### config.mk
export PLATFORM = sky130hd
export DESIGN_NAME = exe_top
export DESIGN_NICKNAME = d
export VERILOG_FILES = /design/src/hw/exe_pkg.sv /design/src/hw/exe_top.sv /design/src/hw/exe_branch_check.sv /design/src/hw/exe_result_path.sv /design/src/hw/exe_except_check.sv /design/src/hw/exe_alu.sv /design/src/hw/exe_stage_reg.sv
export SDC_FILE = /design/constraint.sdc
export NUM_CORES = 1
export LEC_CHECK = 0
export BUFFER_PORTS_ARGS = -buffer_cell sky130_fd_sc_hd__buf_2
export CAP_MARGIN = 20
export CORE_AREA = 2 2 184 186
export CTS_CLUSTER_SIZE = 24
export DETAILED_ROUTE_END_ITERATION = 12
export DIE_AREA = 0 0 186 188
export GPL_TIMING_DRIVEN = 1
export PLACE_DENSITY = 0.86
export SLEW_MARGIN = 20
export SYNTH_ARGS = -nofsm -noshare
export SYNTH_HDL_FRONTEND = slang
export SYNTH_SLANG_ARGS = --single-unit
### constraint.sdc
create_clock -name clk -period 12.4 [get_ports clk]
set_input_delay 1.86 -clock clk [delete_from_list [all_inputs] [get_ports clk]]
set_output_delay 1.86 -clock clk [all_outputs]
set_load 0.005 [all_outputs]
### src/hw/exe_pkg.sv
package exe_pkg;

    typedef logic [31:0] word_t;
    typedef logic [4:0]  reg_addr_t;
    typedef logic [11:0] alu_ctrl_t;
    typedef logic [2:0]  trap_kind_t;
    typedef logic [4:0]  exc_code_t;

    // one-hot alu control bit positions
    localparam int ALU_ADD  = 0;
    localparam int ALU_SUB  = 1;
    localparam int ALU_SLT  = 2;
    localparam int ALU_SLTU = 3;
    localparam int ALU_AND  = 4;
    localparam int ALU_NOR  = 5;
    localparam int ALU_OR   = 6;
    localparam int ALU_XOR  = 7;
    localparam int ALU_SLL  = 8;
    localparam int ALU_SRL  = 9;
    localparam int ALU_SRA  = 10;
    localparam int ALU_LUI  = 11;

    localparam trap_kind_t TRAP_NONE = 3'd0;
    localparam trap_kind_t TRAP_GE   = 3'd1;
    localparam trap_kind_t TRAP_GEU  = 3'd2;
    localparam trap_kind_t TRAP_LT   = 3'd3;
    localparam trap_kind_t TRAP_LTU  = 3'd4;
    localparam trap_kind_t TRAP_EQ   = 3'd5;
    localparam trap_kind_t TRAP_NE   = 3'd6;

    localparam exc_code_t EXC_OV = 5'd12;
    localparam exc_code_t EXC_TR = 5'd13;

    // top three address bits of kseg0 / kseg1
    localparam logic [2:0] SEG_UNMAPPED_LO = 3'b100;
    localparam logic [2:0] SEG_UNMAPPED_HI = 3'b101;

    typedef struct packed {
        logic      is_ex;
        exc_code_t code;
    } ex_info_t;

    typedef struct packed {
        trap_kind_t trap_kind;
        logic       add_sub_sign;
        logic       is_clo;
        logic       is_clz;
        logic       is_movz;
        logic       is_movn;
        logic       is_mem;
        logic       is_branch;
        logic       is_jr;
        logic       predict_dir;
        logic       branch_hit;
    } inst_flags_t;

    typedef struct packed {
        word_t       pc;
        word_t       src1;
        word_t       src2;
        alu_ctrl_t   alu_ctrl;
        inst_flags_t flags;
        reg_addr_t   write_reg;
        logic        reg_write;
        ex_info_t    ex_info;
        word_t       branch_next_pc;
        word_t       btb_pc;
    } id_exe_bus_t;

    typedef struct packed {
        word_t     pc;
        word_t     result;
        word_t     paddr;
        reg_addr_t write_reg;
        logic      reg_write;
        ex_info_t  ex_info;
    } exe_mem_bus_t;

    // redirect request back to fetch and predictor update strobe
    typedef struct packed {
        logic  ready;
        logic  flush;
        word_t target;
        logic  predict_wr;
    } branch_fix_t;

endpackage
### src/hw/exe_top.sv
`timescale 1ns/1ns

module exe_top
    import exe_pkg::*;
(
    input  logic         clk,
    input  logic         reset,
    input  logic         flush_i,
    input  logic         id_valid_i,
    input  logic         mem_allowin_i,
    input  id_exe_bus_t  id_bus_i,
    output logic         exe_allowin_o,
    output logic         exe_valid_o,
    output exe_mem_bus_t mem_bus_o,
    output branch_fix_t  branch_o
);

    id_exe_bus_t exe_bus;
    word_t       alu_result;
    word_t       cloz_count;
    logic        alu_overflow;
    logic        cmp_lt;
    logic        cmp_ltu;
    logic        cmp_eq;

    exe_stage_reg u_stage_reg (
        .clk           (clk),
        .reset         (reset),
        .flush_i       (flush_i),
        .id_valid_i    (id_valid_i),
        .mem_allowin_i (mem_allowin_i),
        .id_bus_i      (id_bus_i),
        .valid_o       (exe_valid_o),
        .allowin_o     (exe_allowin_o),
        .bus_o         (exe_bus)
    );

    exe_alu u_alu (
        .alu_ctrl_i (exe_bus.alu_ctrl),
        .src1_i     (exe_bus.src1),
        .src2_i     (exe_bus.src2),
        .is_clo_i   (exe_bus.flags.is_clo),
        .result_o   (alu_result),
        .overflow_o (alu_overflow),
        .lt_o       (cmp_lt),
        .ltu_o      (cmp_ltu),
        .eq_o       (cmp_eq),
        .count_o    (cloz_count)
    );

    exe_except_check u_except_check (
        .ex_in_i        (exe_bus.ex_info),
        .trap_kind_i    (exe_bus.flags.trap_kind),
        .add_sub_sign_i (exe_bus.flags.add_sub_sign),
        .overflow_i     (alu_overflow),
        .lt_i           (cmp_lt),
        .ltu_i          (cmp_ltu),
        .eq_i           (cmp_eq),
        .ex_out_o       (mem_bus_o.ex_info)
    );

    exe_result_path u_result_path (
        .flags_i      (exe_bus.flags),
        .src1_i       (exe_bus.src1),
        .src2_i       (exe_bus.src2),
        .alu_result_i (alu_result),
        .count_i      (cloz_count),
        .reg_write_i  (exe_bus.reg_write),
        .result_o     (mem_bus_o.result),
        .paddr_o      (mem_bus_o.paddr),
        .reg_write_o  (mem_bus_o.reg_write)
    );

    exe_branch_check u_branch_check (
        .clk              (clk),
        .reset            (reset),
        .valid_i          (exe_valid_o),
        .flags_i          (exe_bus.flags),
        .pc_i             (exe_bus.pc),
        .branch_next_pc_i (exe_bus.branch_next_pc),
        .btb_pc_i         (exe_bus.btb_pc),
        .fix_o            (branch_o)
    );

    assign mem_bus_o.pc        = exe_bus.pc;
    assign mem_bus_o.write_reg = exe_bus.write_reg;

endmodule

### src/hw/exe_branch_check.sv
`timescale 1ns/1ns

module exe_branch_check
    import exe_pkg::*;
(
    input  logic        clk,
    input  logic        reset,
    input  logic        valid_i,
    input  inst_flags_t flags_i,
    input  word_t       pc_i,
    input  word_t       branch_next_pc_i,
    input  word_t       btb_pc_i,
    output branch_fix_t fix_o
);

    word_t last_pc;
    logic  jr_miss;
    logic  predict_fail;
    logic  pc_changed;

    // direction right but jr went somewhere other than the btb said
    assign jr_miss      = flags_i.predict_dir && flags_i.is_jr
                       && (branch_next_pc_i != btb_pc_i);
    assign predict_fail = (flags_i.predict_dir ^ flags_i.branch_hit) || jr_miss;

    assign fix_o.ready = predict_fail && valid_i && flags_i.is_branch;

    // predicted taken but falls through
    assign fix_o.flush = flags_i.predict_dir && !flags_i.branch_hit
                      && flags_i.is_branch && valid_i;

    // not taken resumes after the delay slot
    assign fix_o.target = flags_i.branch_hit ? branch_next_pc_i : pc_i + 32'd8;

    // predictor is written once per new pc
    assign pc_changed       = pc_i != last_pc;
    assign fix_o.predict_wr = pc_changed;

    always_ff @(posedge clk) begin
        if (reset) begin
            last_pc <= '0;
        end else if (pc_changed) begin
            last_pc <= pc_i;
        end
    end

endmodule

### src/hw/exe_result_path.sv
`timescale 1ns/1ns

module exe_result_path
    import exe_pkg::*;
(
    input  inst_flags_t flags_i,
    input  word_t       src1_i,
    input  word_t       src2_i,
    input  word_t       alu_result_i,
    input  word_t       count_i,
    input  logic        reg_write_i,
    output word_t       result_o,
    output word_t       paddr_o,
    output logic        reg_write_o
);

    logic       is_move;
    logic       src2_zero;
    logic       do_move;
    logic       is_cloz;
    logic [2:0] seg;
    logic       unmapped;

    assign src2_zero = src2_i == '0;
    assign is_move   = flags_i.is_movz || flags_i.is_movn;
    assign do_move   = (flags_i.is_movz && src2_zero) || (flags_i.is_movn && !src2_zero);
    assign is_cloz   = flags_i.is_clo || flags_i.is_clz;

    always_comb begin
        if (is_cloz) begin
            result_o = count_i;
        end else if (do_move) begin
            result_o = src1_i;
        end else begin
            result_o = alu_result_i;
        end
    end

    // a move that is not taken leaves the register file alone
    assign reg_write_o = is_move ? do_move : reg_write_i;

    // kseg0/kseg1 map directly onto the low 512 MB
    assign seg      = result_o[31:29];
    assign unmapped = (seg == SEG_UNMAPPED_LO) || (seg == SEG_UNMAPPED_HI);

    always_comb begin
        if (!flags_i.is_mem) begin
            paddr_o = '0;
        end else if (unmapped) begin
            paddr_o = {3'b000, result_o[28:0]};
        end else begin
            paddr_o = result_o;
        end
    end

endmodule

### src/hw/exe_except_check.sv
`timescale 1ns/1ns

module exe_except_check
    import exe_pkg::*;
(
    input  ex_info_t   ex_in_i,
    input  trap_kind_t trap_kind_i,
    input  logic       add_sub_sign_i,
    input  logic       overflow_i,
    input  logic       lt_i,
    input  logic       ltu_i,
    input  logic       eq_i,
    output ex_info_t   ex_out_o
);

    logic trap_hit;
    logic overflow_ex;

    always_comb begin
        case (trap_kind_i)
            TRAP_GE:  trap_hit = !lt_i;
            TRAP_GEU: trap_hit = !ltu_i;
            TRAP_LT:  trap_hit = lt_i;
            TRAP_LTU: trap_hit = ltu_i;
            TRAP_EQ:  trap_hit = eq_i;
            TRAP_NE:  trap_hit = !eq_i;
            default:  trap_hit = 1'b0;
        endcase
    end

    // addu/subu never raise overflow
    assign overflow_ex = overflow_i && add_sub_sign_i;

    // earlier stages win, then overflow, then trap
    always_comb begin
        if (ex_in_i.is_ex) begin
            ex_out_o = ex_in_i;
        end else if (overflow_ex) begin
            ex_out_o.is_ex = 1'b1;
            ex_out_o.code  = EXC_OV;
        end else if (trap_hit) begin
            ex_out_o.is_ex = 1'b1;
            ex_out_o.code  = EXC_TR;
        end else begin
            ex_out_o = '0;
        end
    end

endmodule

### src/hw/exe_alu.sv
`timescale 1ns/1ns

module exe_alu
    import exe_pkg::*;
(
    input  alu_ctrl_t alu_ctrl_i,
    input  word_t     src1_i,
    input  word_t     src2_i,
    input  logic      is_clo_i,
    output word_t     result_o,
    output logic      overflow_o,
    output logic      lt_o,
    output logic      ltu_o,
    output logic      eq_o,
    output word_t     count_o
);

    logic        op_add;
    logic        op_sub;
    logic        do_sub;
    word_t       adder_b;
    word_t       sum;
    word_t       slt_res;
    word_t       sltu_res;
    word_t       sll_res;
    word_t       srl_res;
    word_t       sra_res;
    word_t       lui_res;
    logic [4:0]  sa;
    word_t       cloz_val;

    assign op_add = alu_ctrl_i[ALU_ADD];
    assign op_sub = alu_ctrl_i[ALU_SUB];
    assign do_sub = op_sub || alu_ctrl_i[ALU_SLT] || alu_ctrl_i[ALU_SLTU];

    // a - b as a + ~b + 1
    assign adder_b = do_sub ? ~src2_i : src2_i;
    assign sum     = src1_i + adder_b + word_t'(do_sub);

    // same-sign operands giving an opposite-sign sum
    assign overflow_o = (op_add || op_sub)
                     && (src1_i[31] == adder_b[31])
                     && (sum[31] != src1_i[31]);

    assign lt_o  = $signed(src1_i) < $signed(src2_i);
    assign ltu_o = src1_i < src2_i;
    assign eq_o  = src1_i == src2_i;

    assign slt_res  = {31'b0, lt_o};
    assign sltu_res = {31'b0, ltu_o};

    // shift amount comes from src1, the shifted value from src2
    assign sa      = src1_i[4:0];
    assign sll_res = src2_i << sa;
    assign srl_res = src2_i >> sa;
    assign sra_res = word_t'($signed(src2_i) >>> sa);
    assign lui_res = {src2_i[15:0], 16'b0};

    assign result_o = ({32{op_add | op_sub}}         & sum)
                    | ({32{alu_ctrl_i[ALU_SLT]}}     & slt_res)
                    | ({32{alu_ctrl_i[ALU_SLTU]}}    & sltu_res)
                    | ({32{alu_ctrl_i[ALU_AND]}}     & (src1_i & src2_i))
                    | ({32{alu_ctrl_i[ALU_NOR]}}     & ~(src1_i | src2_i))
                    | ({32{alu_ctrl_i[ALU_OR]}}      & (src1_i | src2_i))
                    | ({32{alu_ctrl_i[ALU_XOR]}}     & (src1_i ^ src2_i))
                    | ({32{alu_ctrl_i[ALU_SLL]}}     & sll_res)
                    | ({32{alu_ctrl_i[ALU_SRL]}}     & srl_res)
                    | ({32{alu_ctrl_i[ALU_SRA]}}     & sra_res)
                    | ({32{alu_ctrl_i[ALU_LUI]}}     & lui_res);

    // leading ones become leading zeros after inversion
    assign cloz_val = is_clo_i ? ~src1_i : src1_i;

    always_comb begin
        count_o = 32'd32;
        for (int i = 0; i < 32; i++) begin
            if (cloz_val[i]) begin
                count_o = word_t'(31 - i);
            end
        end
    end

    // decode in id must never select two operations at once
    always_comb begin
        assert ($isunknown(alu_ctrl_i) || $onehot0(alu_ctrl_i))
        else $error("alu control not one-hot: %b", alu_ctrl_i);
    end

endmodule

### src/hw/exe_stage_reg.sv
`timescale 1ns/1ns

module exe_stage_reg
    import exe_pkg::*;
(
    input  logic        clk,
    input  logic        reset,
    input  logic        flush_i,
    input  logic        id_valid_i,
    input  logic        mem_allowin_i,
    input  id_exe_bus_t id_bus_i,
    output logic        valid_o,
    output logic        allowin_o,
    output id_exe_bus_t bus_o
);

    logic        valid;
    logic        capture;
    id_exe_bus_t bus_q;

    // every instruction finishes in one cycle, so only mem decides
    assign allowin_o = !valid || mem_allowin_i;
    assign capture   = id_valid_i && allowin_o && !flush_i;

    always_ff @(posedge clk) begin
        if (reset || flush_i) begin
            valid <= 1'b0;
        end else if (allowin_o) begin
            valid <= id_valid_i;
        end
    end

    // a zero pc after reset matches the predictor's last-pc register
    always_ff @(posedge clk) begin
        if (reset) begin
            bus_q <= '0;
        end else if (capture) begin
            bus_q <= id_bus_i;
        end
    end

    assign valid_o = valid;
    assign bus_o   = bus_q;

    // a flush empties the stage on the following edge
    flush_clears_valid: assert property (
        @(posedge clk) disable iff (reset)
        flush_i |=> !valid_o
    ) else $error("exe stage still valid after flush");

endmodule

After elaboration in Yosys (flattened, before gate mapping)
Cells that the tools add are included.
- $add $sub $neg: 3
- multiply operators: 0
- div/mod/pow operators: 0
- order comparisons: 2
- equality and inequality tests: 13
- shift-type cells: 3
- multiplexer cells: 44
- bitwise gates (word level): 29
- reduce and logical (&&, ||, !) cells: 32
- operators with widths (kind ; count):
    OR 32 bit ; 11
    bitwise AND 32 bit ; 10
    2-to-1 mux 32 bit ; 7
    2-to-1 mux 6 bit ; 35
    inverter 32 bit ; 3
    bitwise AND 32 x 1 -> 32 bit ; 2
    less-than comparator 32 bit ; 2
    inequality test 32 bit ; 2
    adder 32 x 1 -> 32 bit ; 1
    adder 32 bit ; 1
    adder 32 x 4 -> 32 bit, second input constant ; 1
    equality test 32 bit ; 1
    zero test 32 bit ; 1
    left shift 32 x 5 -> 32 bit ; 1
    right shift 32 x 5 -> 32 bit ; 1
    >>> shifter 32 x 5 -> 32 bit ; 1
    bitwise XOR 32 bit ; 1
    equality test 3 bit, second input constant ; 5
    logical AND 1 bit ; 14
    logical OR 1 bit ; 10
    zero test 1 bit ; 7
    equality test 3 x 2 -> 1 bit, second input constant ; 2
    one-hot mux 1 bit (6 select lines) ; 1
    equality test 3 x 1 -> 1 bit, second input constant ; 1
    5 further kinds ; 5
- register bits: 230
- bits in latches: 0
- RAM bits: 0
- ROM bits: 0
- input port bits: 202
- memories: 0

Logic depth before layout (Yosys ltp)
Gate-level depths: netlist (run 1).
- word-level depth: 39
- mapped depth: 14
- depth with buffers taken out: 13

Cells and area by module
A second synthesis (run 1) with hierarchy kept.
- cells, all modules: 2725
- area total of the unflattened synthesis: 22273.9 µm²
- modules (own cells, without submodules) (module ; times used ; cells an instance ; area each (µm²) ; sequential area each (µm²)):
    exe_alu ; 1 ; 1320 ; 9427.8 ; 0.0
    exe_stage_reg ; 1 ; 860 ; 8809.7 ; 3963.8
    exe_branch_check ; 1 ; 309 ; 2488.6 ; 640.6
    exe_result_path ; 1 ; 213 ; 1392.6 ; 0.0
    exe_except_check ; 1 ; 23 ; 155.1 ; 0.0

Worst setup path after synthesis (run 1)
OpenSTA, ideal clock, no wires.
- path kind: register -> output
- start: reg u_stage_reg.bus_q (netlist bit u_stage_reg.bus_o[90])
- end: out mem_bus_o[41] (netlist name)
- arrival time: 3772 ps
- data required time: 10540 ps
- path slack: 6768 ps
- cell stages (with the launch flop): 13
- path buffers: 1
- cells stage by stage: dfxtp_1 nor3_1 clkbuf_1 xnor2_1 ha_1 a2111o_1 o221a_2 a221o_1 a2111oi_2 a21oi_1 xor2_1 o2bb2ai_1 o2111a_1
- RTL lines (what ; line ; source):
    from (decl) ; exe_stage_reg.sv:19 ; id_exe_bus_t bus_q;
    from (signal assigned) ; exe_stage_reg.sv:38 ; bus_q <= id_bus_i;
    to (decl) ; exe_top.sv:14 ; output exe_mem_bus_t mem_bus_o,

==> results of run 1 <==
[cell usage in the layout (no fill, tap or decap), drive strengths merged, types with 8 or more instances in the layout]
cell / Yosys / final
nand2: 535 / 535
buf: 68 / 414
a21oi: 290 / 290
dfxtp: 230 / 230
nor2: 154 / 154
ha: 128 / 128
o21ai: 116 / 116
inv: 88 / 90
xnor2: 83 / 83
mux2i: 79 / 79
xor2: 63 / 63
nor3: 49 / 49
nand3: 43 / 43
nor2b: 43 / 43
mux4: 40 / 40
nand4: 33 / 33
clkbuf: 195 / 31
nor4: 27 / 27
and2: 26 / 26
mux2: 25 / 25
a211oi: 24 / 24
o22ai: 23 / 23
o211ai: 20 / 20
a31oi: 19 / 19
and3: 18 / 18
o2111ai: 18 / 18
a22oi: 16 / 16
a222oi: 15 / 15
a221oi: 15 / 15
a21o: 12 / 12
or2: 12 / 12
nand2b: 11 / 11
or3: 10 / 10
o21a: 8 / 8
o31ai: 8 / 8
[layout make-up]
type | instances | area (um^2)
fillers | 2708 | 11230
clock inverters | 8 | 86.33
multi-input cells | 2065 | 13400
diodes | 1 | 2.502
well taps | 448 | 560.5
flip-flops and latches | 230 | 4616
inverters | 89 | 334.1
repair buffers | 414 | 2248
clock buffers | 31 | 635.6
[tightest hold or removal path: cells and delay by family, from the launching register on]
| kind | cells | cell delay, ns |
|---|---|---|
| flip-flops | 1 | 0.31 |
| AND/OR/NAND/NOR | 1 | 0.05 |
| AO/OA/AOI/OAI | 1 | 0.05 |
[power by group through the flow]
stage	combinational (W)	clock, W	sequential, W
floorplan	0.000433	0	0.000814
global placement	0.000659	0	0.000835
detailed placement	0.000664	0	0.000837
CTS	0.000670	0.000689	0.000821
global route	0.000736	0.000716	0.000826
finish	0.000699	0.000694	0.000824
[cells by family after synthesis]
family	Yosys count	synth area share, %
AO/OA/AOI/OAI	665	21.40
adder cells (fa/ha/maj)	129	8.327
flip-flops	230	23.65
buffers and inverters	352	7.633
multiplexers	144	10.13
AND/OR/NAND/NOR	981	22.30
XOR/XNOR	146	6.567
[flip-flops by register name, summed over array words and instances (netlist names)]
name / cells
u_stage_reg.valid_o: 1
u_stage_reg.bus_o: 197
u_branch_check.last_pc: 32
[through the flow]
step	worst slack (ns)	power, W	std cells	area, um^2	hold slack, ns
detailed placement	6.017	0.001501	3246	21160	0.4474
global route	5.092	0.002279	3286	21890	0.4785
global placement	6.186	0.001494	3246	21160	0.4396
finish	5.229	0.002217	3286	21890	0.4577
CTS	5.445	0.002180	3285	21880	0.4553
floorplan	6.768	0.001247	2647	19470	0.4317
[path summary, 6_finish.rpt]
check / start / to / slack (ns) / depth (start not counted)
max: u_stage_reg.bus_o[134] / mem_bus_o[60] / 5.23 / 13
min: u_stage_reg.bus_o[68] / u_stage_reg.bus_o[68] / 0.46 / 2
max reg2reg: u_stage_reg.valid_o / u_stage_reg.bus_o[181] / 9.32 / 7
min reg2reg: u_stage_reg.bus_o[68] / u_stage_reg.bus_o[68] / 0.46 / 2
[layer usage]
metal / vias to the layer above / share of wire (%)
li1: 9595 / -
met5: - / 0.038
met4: 4 / 8.7
met3: 445 / 13
met2: 1877 / 42
met1: 10200 / 36
==> flow_summary.json, run 1 <==
{
  "dp_hpwl_mm": 64.27,
  "fin_util_pct": 66.10,
  "p_int_w": 0.001413,
  "drive_gt1_share_pct": 19.10,
  "clkPwrFrac_pct": 31.3,
  "std_cell_rows": 67,
  "layout_min_cycle_time_ns": 7.171,
  "crit_path_end_kind": "output port",
  "cts.sinks": 230,
  "antenna_found_initial": 4,
  "met1_usage_pct": 61.09,
  "netlist_area_um2": 19470,
  "ys_types": 78,
  "grt_busiest_layer": "met2",
  "pwr-share-seq_pct": 37.2,
  "met2_usage_pct": 72.61,
  "wirelength_mm": 86.87,
  "grt_first_pass_wirelength_mm": 127.5,
  "synth-main-ff-cell": "dfxtp_1",
  "viasPerCell": 6.730,
  "cts_hold_buf": 0,
  "tns_ns": 0,
  "critPathMaxStageDelay_ns": 0.80,
  "critPathSlowestCell": "a2111oi_0",
  "crit_path_max_fanout": 47,
  "status": "finished clean",
  "p_sw_w": 0.0008046,
  "initial_core_util_pct": 58.81,
  "critPathBufInv": 3,
  "portBuffers": 346,
  "root_buffer": "clkbuf_16",
  "ys_warn_count": 0,
  "crit_required_ns": 10.54,
  "synth-seq-cells": 230,
  "p_leak_nw": 9.476,
  "die_h_um": 188,
  "pwr-share-comb_pct": 31.5,
  "ctsResizeCount": 0,
  "grt_pass1_vias": 20670,
  "synth_commonest_cells": "535 x nand2_1, 290 x a21oi_1, 230 x dfxtp_1",
  "p_per_area_nw_per_um2": 101.3,
  "grt_max_degree": 132,
  "dieWidth_um": 186,
  "vdd_drop_max_mv": 0.1095,
  "finalSetupViolCount": 0,
  "grt_usage_pct": 48.33,
  "cp_cell_sequence": "buf_4, inv_1, fa_1, nor2b_1, o31a_1, o221a_2, a221o_1, a21o_1, a21oi_1, xnor2_1, a2111oi_0, nor2_1, buf_2",
  "hold_viol_final": 0,
  "finClkSkew_ns": 0.01416,
  "synth_edf_count": 0,
  "yosys.area.top_type": "dfxtp_1",
  "wl_per_cell_um": 26.44,
  "clk_latency_ns": 0.54,
  "synth_top_area_share_pct": 23.65,
  "clkTransAtPathRegs_ns": 0.07,
  "avgSynthCellArea_um2": 7.356,
  "use_met3_pct": 11.44,
  "synth_nets": 2978,
  "cts_inserted_buffers": 23,
  "drc": 0,
  "drv_slew": 0,
  "area.growth.synth_to_final_pct": 12.40,
  "critPathKind": "flip-flop to output port",
  "vias": 22120,
  "synth-seq-area-share_pct": 23.65,
  "timing.fmax_mhz": 139.5,
  "rsz0062_at_grt": "false",
  "max_cap_viol_count": 0,
  "coreArea_um2": 33110,
  "synthCells": 2647,
  "fp.dieArea_um2": 34970,
  "yosysMostFrequentCell": "nand2_1",
  "cts_max_level": 1,
  "io_pins": 347,
  "critPathLaunchType": "flip-flop",
  "tightest_slew_ns": 1.193,
  "synthArstFlopShare_pct": 0,
  "routabilityCongestion": 1.128,
  "cts_tree": "yes",
  "clock_path_buffers": 3,
  "first_pass_iters": 8,
  "cpLargestDelayFamily": "compound AO/OA/AOI/OAI gates",
  "swShare_pct": 36.28,
  "hp-class": "flip-flop to flip-flop",
  "cts_setup_buffers": 0,
  "slew_headroom_pct": 18.40,
  "drtAntennaViolNets": 0,
  "globalRoute.totalOverflow": 0,
  "final_nets": 3154,
  "fin_crit_sh_pct": 57.83,
  "drtIter0Drc": 3268,
  "cp.arrival_ns": 5.31,
  "ys_top_cells_by_area": "dfxtp_1 24%, nand2_1 10%, ha_1 8.2%"
}
No activity file was read; power rests on OpenSTA's default activity.
==> inputs of run 2 (changes only) <==
--- a/config.mk
+++ b/config.mk
@@ -5,14 +5,15 @@
 export SDC_FILE = /design/constraint.sdc
 export NUM_CORES = 1
 export LEC_CHECK = 0
+export ABC_AREA = 1
 export BUFFER_PORTS_ARGS = -buffer_cell sky130_fd_sc_hd__buf_2
 export CAP_MARGIN = 20
-export CORE_AREA = 2 2 184 186
+export CORE_AREA = 2 2 194 196
 export CTS_CLUSTER_SIZE = 24
 export DETAILED_ROUTE_END_ITERATION = 12
-export DIE_AREA = 0 0 186 188
+export DIE_AREA = 0 0 196 198
 export GPL_TIMING_DRIVEN = 1
-export PLACE_DENSITY = 0.86
+export PLACE_DENSITY = 0.8
 export SLEW_MARGIN = 20
 export SYNTH_ARGS = -nofsm -noshare
 export SYNTH_HDL_FRONTEND = slang
==> constraint.sdc (replaced) <==
create_clock -name clk -period 5.8 [get_ports clk]
set_input_delay 0.87 -clock clk [delete_from_list [all_inputs] [get_ports clk]]
set_output_delay 0.87 -clock clk [all_outputs]
set_load 0.005 [all_outputs]
==> run 2 against run 1 <==
Compared with the run above: clock power rose by 120%; cell area is 0.75% lower; combinational power rose to 3.0 times the previous value; setup slack got worse by 5.1 ns; via count grew 4.5%; count of clock-buffer cells in the layout rose by 5; global-route usage is 1.7 points lower; non-clock buffer count increased by 9; first-iteration DRC count grew 0.31%; total power grew 150%; sequential share of layout area is 0.13 points higher; critical path type unchanged; largest power group is now combinational logic.
==> flow_summary.json, run 2 <==
{
  "status": "finished clean",
  "place_area_um2": 20960,
  "rsz0062_at_grt": "false",
  "critPathLaunchType": "flip-flop",
  "synth_commonest_cells": "677 x nand2_1, 316 x nor2_1, 293 x inv_1",
  "finClkSkew_ns": 0.03480,
  "largest_reg_flops": 197,
  "p_per_area_nw_per_um2": 252.1,
  "fill_cells": 3466,
  "coreArea_um2": 36960,
  "clock_path_buffers": 3,
  "layout_min_cycle_time_ns": 5.716,
  "wl_per_cell_um": 25.61,
  "cts_hold_buf": 0,
  "vias": 23110,
  "synth_edf_count": 0,
  "grt_first_pass_wirelength_mm": 135.0,
  "netlist_area_um2": 18940,
  "tns_ns": 0,
  "synthCells": 2939,
  "synthArstFlopShare_pct": 0,
  "portBuffers": 346,
  "multi_input_area_um2": 12260,
  "std_cell_rows": 71,
  "crit_required_ns": 4.93,
  "hp-class": "flip-flop to flip-flop",
  "p_leak_nw": 10.32,
  "io_pins": 347,
  "grt_usage_pct": 46.67,
  "ys_warn_count": 0,
  "globalRoute.totalOverflow": 0,
  "clkTransAtPathRegs_ns": 0.06,
  "cts_max_level": 1,
  "cts_setup_buffers": 0,
  "wirelength_mm": 93.90,
  "synth-seq-cells": 230,
  "cp.arrival_ns": 4.85,
  "fp.dieArea_um2": 38810,
  "slew_headroom_pct": 15.29,
  "finalSetupViolCount": 0,
  "drtIter0Drc": 3278,
  "fin_hold_ws_ns": 0.4591,
  "final_nets": 3506,
  "ys_top_cells_by_area": "dfxtp_1 24%, nand2_1 13%, ha_1 8.5%",
  "vdd_drop_max_mv": 0.2684,
  "fin_crit_sh_pct": 98.55,
  "ys_types": 58,
  "crit_path_end_kind": "output port",
  "timing.fmax_mhz": 175.0,
  "yosys.area.top_type": "dfxtp_1",
  "place_inst": 3623,
  "viasPerCell": 6.303,
  "final_common_cell": "nand2_1",
  "synth-seq-area-share_pct": 24.32,
  "clk_latency_ns": 0.56,
  "tightest_slew_ns": 1.271,
  "grt_pass1_vias": 21110,
  "drive_gt1_share_pct": 16.38,
  "area.growth.synth_to_final_pct": 14.72,
  "fin_area_um2": 21720,
  "regArea_um2": 4609,
  "yosysMostFrequentCell": "nand2_1",
  "critPathKind": "flip-flop to output port",
  "hold_viol_final": 0,
  "first_pass_iters": 7,
  "crit_path_max_fanout": 7,
  "antenna_found_initial": 2,
  "final_cell_mix": "676 x nand2_1, 345 x buf_2, 315 x nor2_1",
  "post-place-ws_ns": 0.7139,
  "routabilityCongestion": 1.140,
  "synth_nets": 3270,
  "antennaDiodeCount": 0,
  "cts.sinks": 230,
  "dp_hpwl_mm": 73.93,
  "synth-main-ff-cell": "dfxtp_1",
  "r2r_slack_ns": 3.04,
  "max_cap_viol_count": 0,
  "root_buffer": "clkbuf_16",
  "layout.cells.non_filler": 3666,
  "synth_top_area_share_pct": 24.32,
  "grt_max_degree": 231,
  "drc": 0,
  "initial_core_util_pct": 51.24,
  "setup_slack_ns": 0.08412,
  "ctsResizeCount": 0,
  "drv_slew": 0,
  "cts_inserted_buffers": 24,
  "drtAntennaViolNets": 0,
  "die_h_um": 198,
  "cts_tree": "yes",
  "avgSynthCellArea_um2": 6.443,
  "dieWidth_um": 196
}
==> run 2: worst max-delay path, cell delays in order (launching register included) <==
cell,delay [ns]
dfxtp_1,0.84
inv_1,0.20
ha_1,0.37
nor2_1,0.14
nand2_1,0.07
nor4_1,0.48
nand4_1,0.29
nor2_1,0.26
a21oi_1,0.10
o211ai_1,0.14
a21oi_1,0.14
xor2_1,0.30
a21oi_1,0.11
o21ai_0,0.14
o211ai_1,0.34
a21oi_1,0.24
buf_2,0.14
==> run 2: kinds of logic (layout without fill, tap and decap cells) <==
group | count (synthesis) | count (layout) | synth area share [%]
AO/OA/AOI/OAI | 744 | 744 | 24.22
XOR/XNOR | 122 | 122 | 5.643
adder cells (fa/ha/maj) | 129 | 129 | 8.564
buffers and inverters | 516 | 769 | 11.06
flip-flops | 230 | 230 | 24.32
multiplexers | 6 | 6 | 0.3172
AND/OR/NAND/NOR | 1192 | 1192 | 25.88
==> run 2: metal layers <==
layer  wire length [um]  up-vias  share of wire (%)  global-route usage [%]
li1                   -    10290                  -                       -
met2              39350     1739                 42                   70.86
met5                 22        -              0.023                       0
met4               7957        4                8.5                   32.44
met3              11600      469                 12                   12.52
met1              34960    10600                 37                   57.63
==> run 2: layout make-up <==
| cell class | instances | share of cell area, % |
|---|---|---|
| Sequential cell | 230 | 21.22 |
| Timing Repair Buffer | 423 | 10.89 |
| Clock inverter | 7 | 0.1958 |
| Tap cell | 474 | 2.730 |
| Inverter | 303 | 5.270 |
| Clock buffer | 36 | 3.254 |
| Multi-Input combinational cell | 2193 | 56.44 |
==> run 2: final timing paths <==
check,from,endpoint,cells past startpoint
worst max-delay path,u_stage_reg.bus_o[129],mem_bus_o[12],16
worst min-delay path,u_stage_reg.bus_o[73],u_stage_reg.bus_o[73],2
worst max register to register,u_stage_reg.valid_o,u_stage_reg.bus_o[105],7
worst min register to register,u_stage_reg.bus_o[73],u_stage_reg.bus_o[73],2
==> run 2: metrics by stage <==
step           utilization [%]  total power (W)
4_1_cts                  58.76         0.005363
6_report                 58.78         0.005478
2_1_floorplan                -         0.003011
3_3_place_gp             56.73         0.003862
3_5_place_dp             56.73         0.003866
5_1_grt                  58.78         0.005665
==> run 2: report_power, final <==
group	switching, W	internal [W]	leakage [nW]	total [W]
logic	0.00141	0.000697	8.06	0.00211
registers	0.000170	0.00167	1.89	0.00184
clock network	0.000685	0.000843	0.373	0.00153
total	0.00226	0.00321	10.3	0.00548
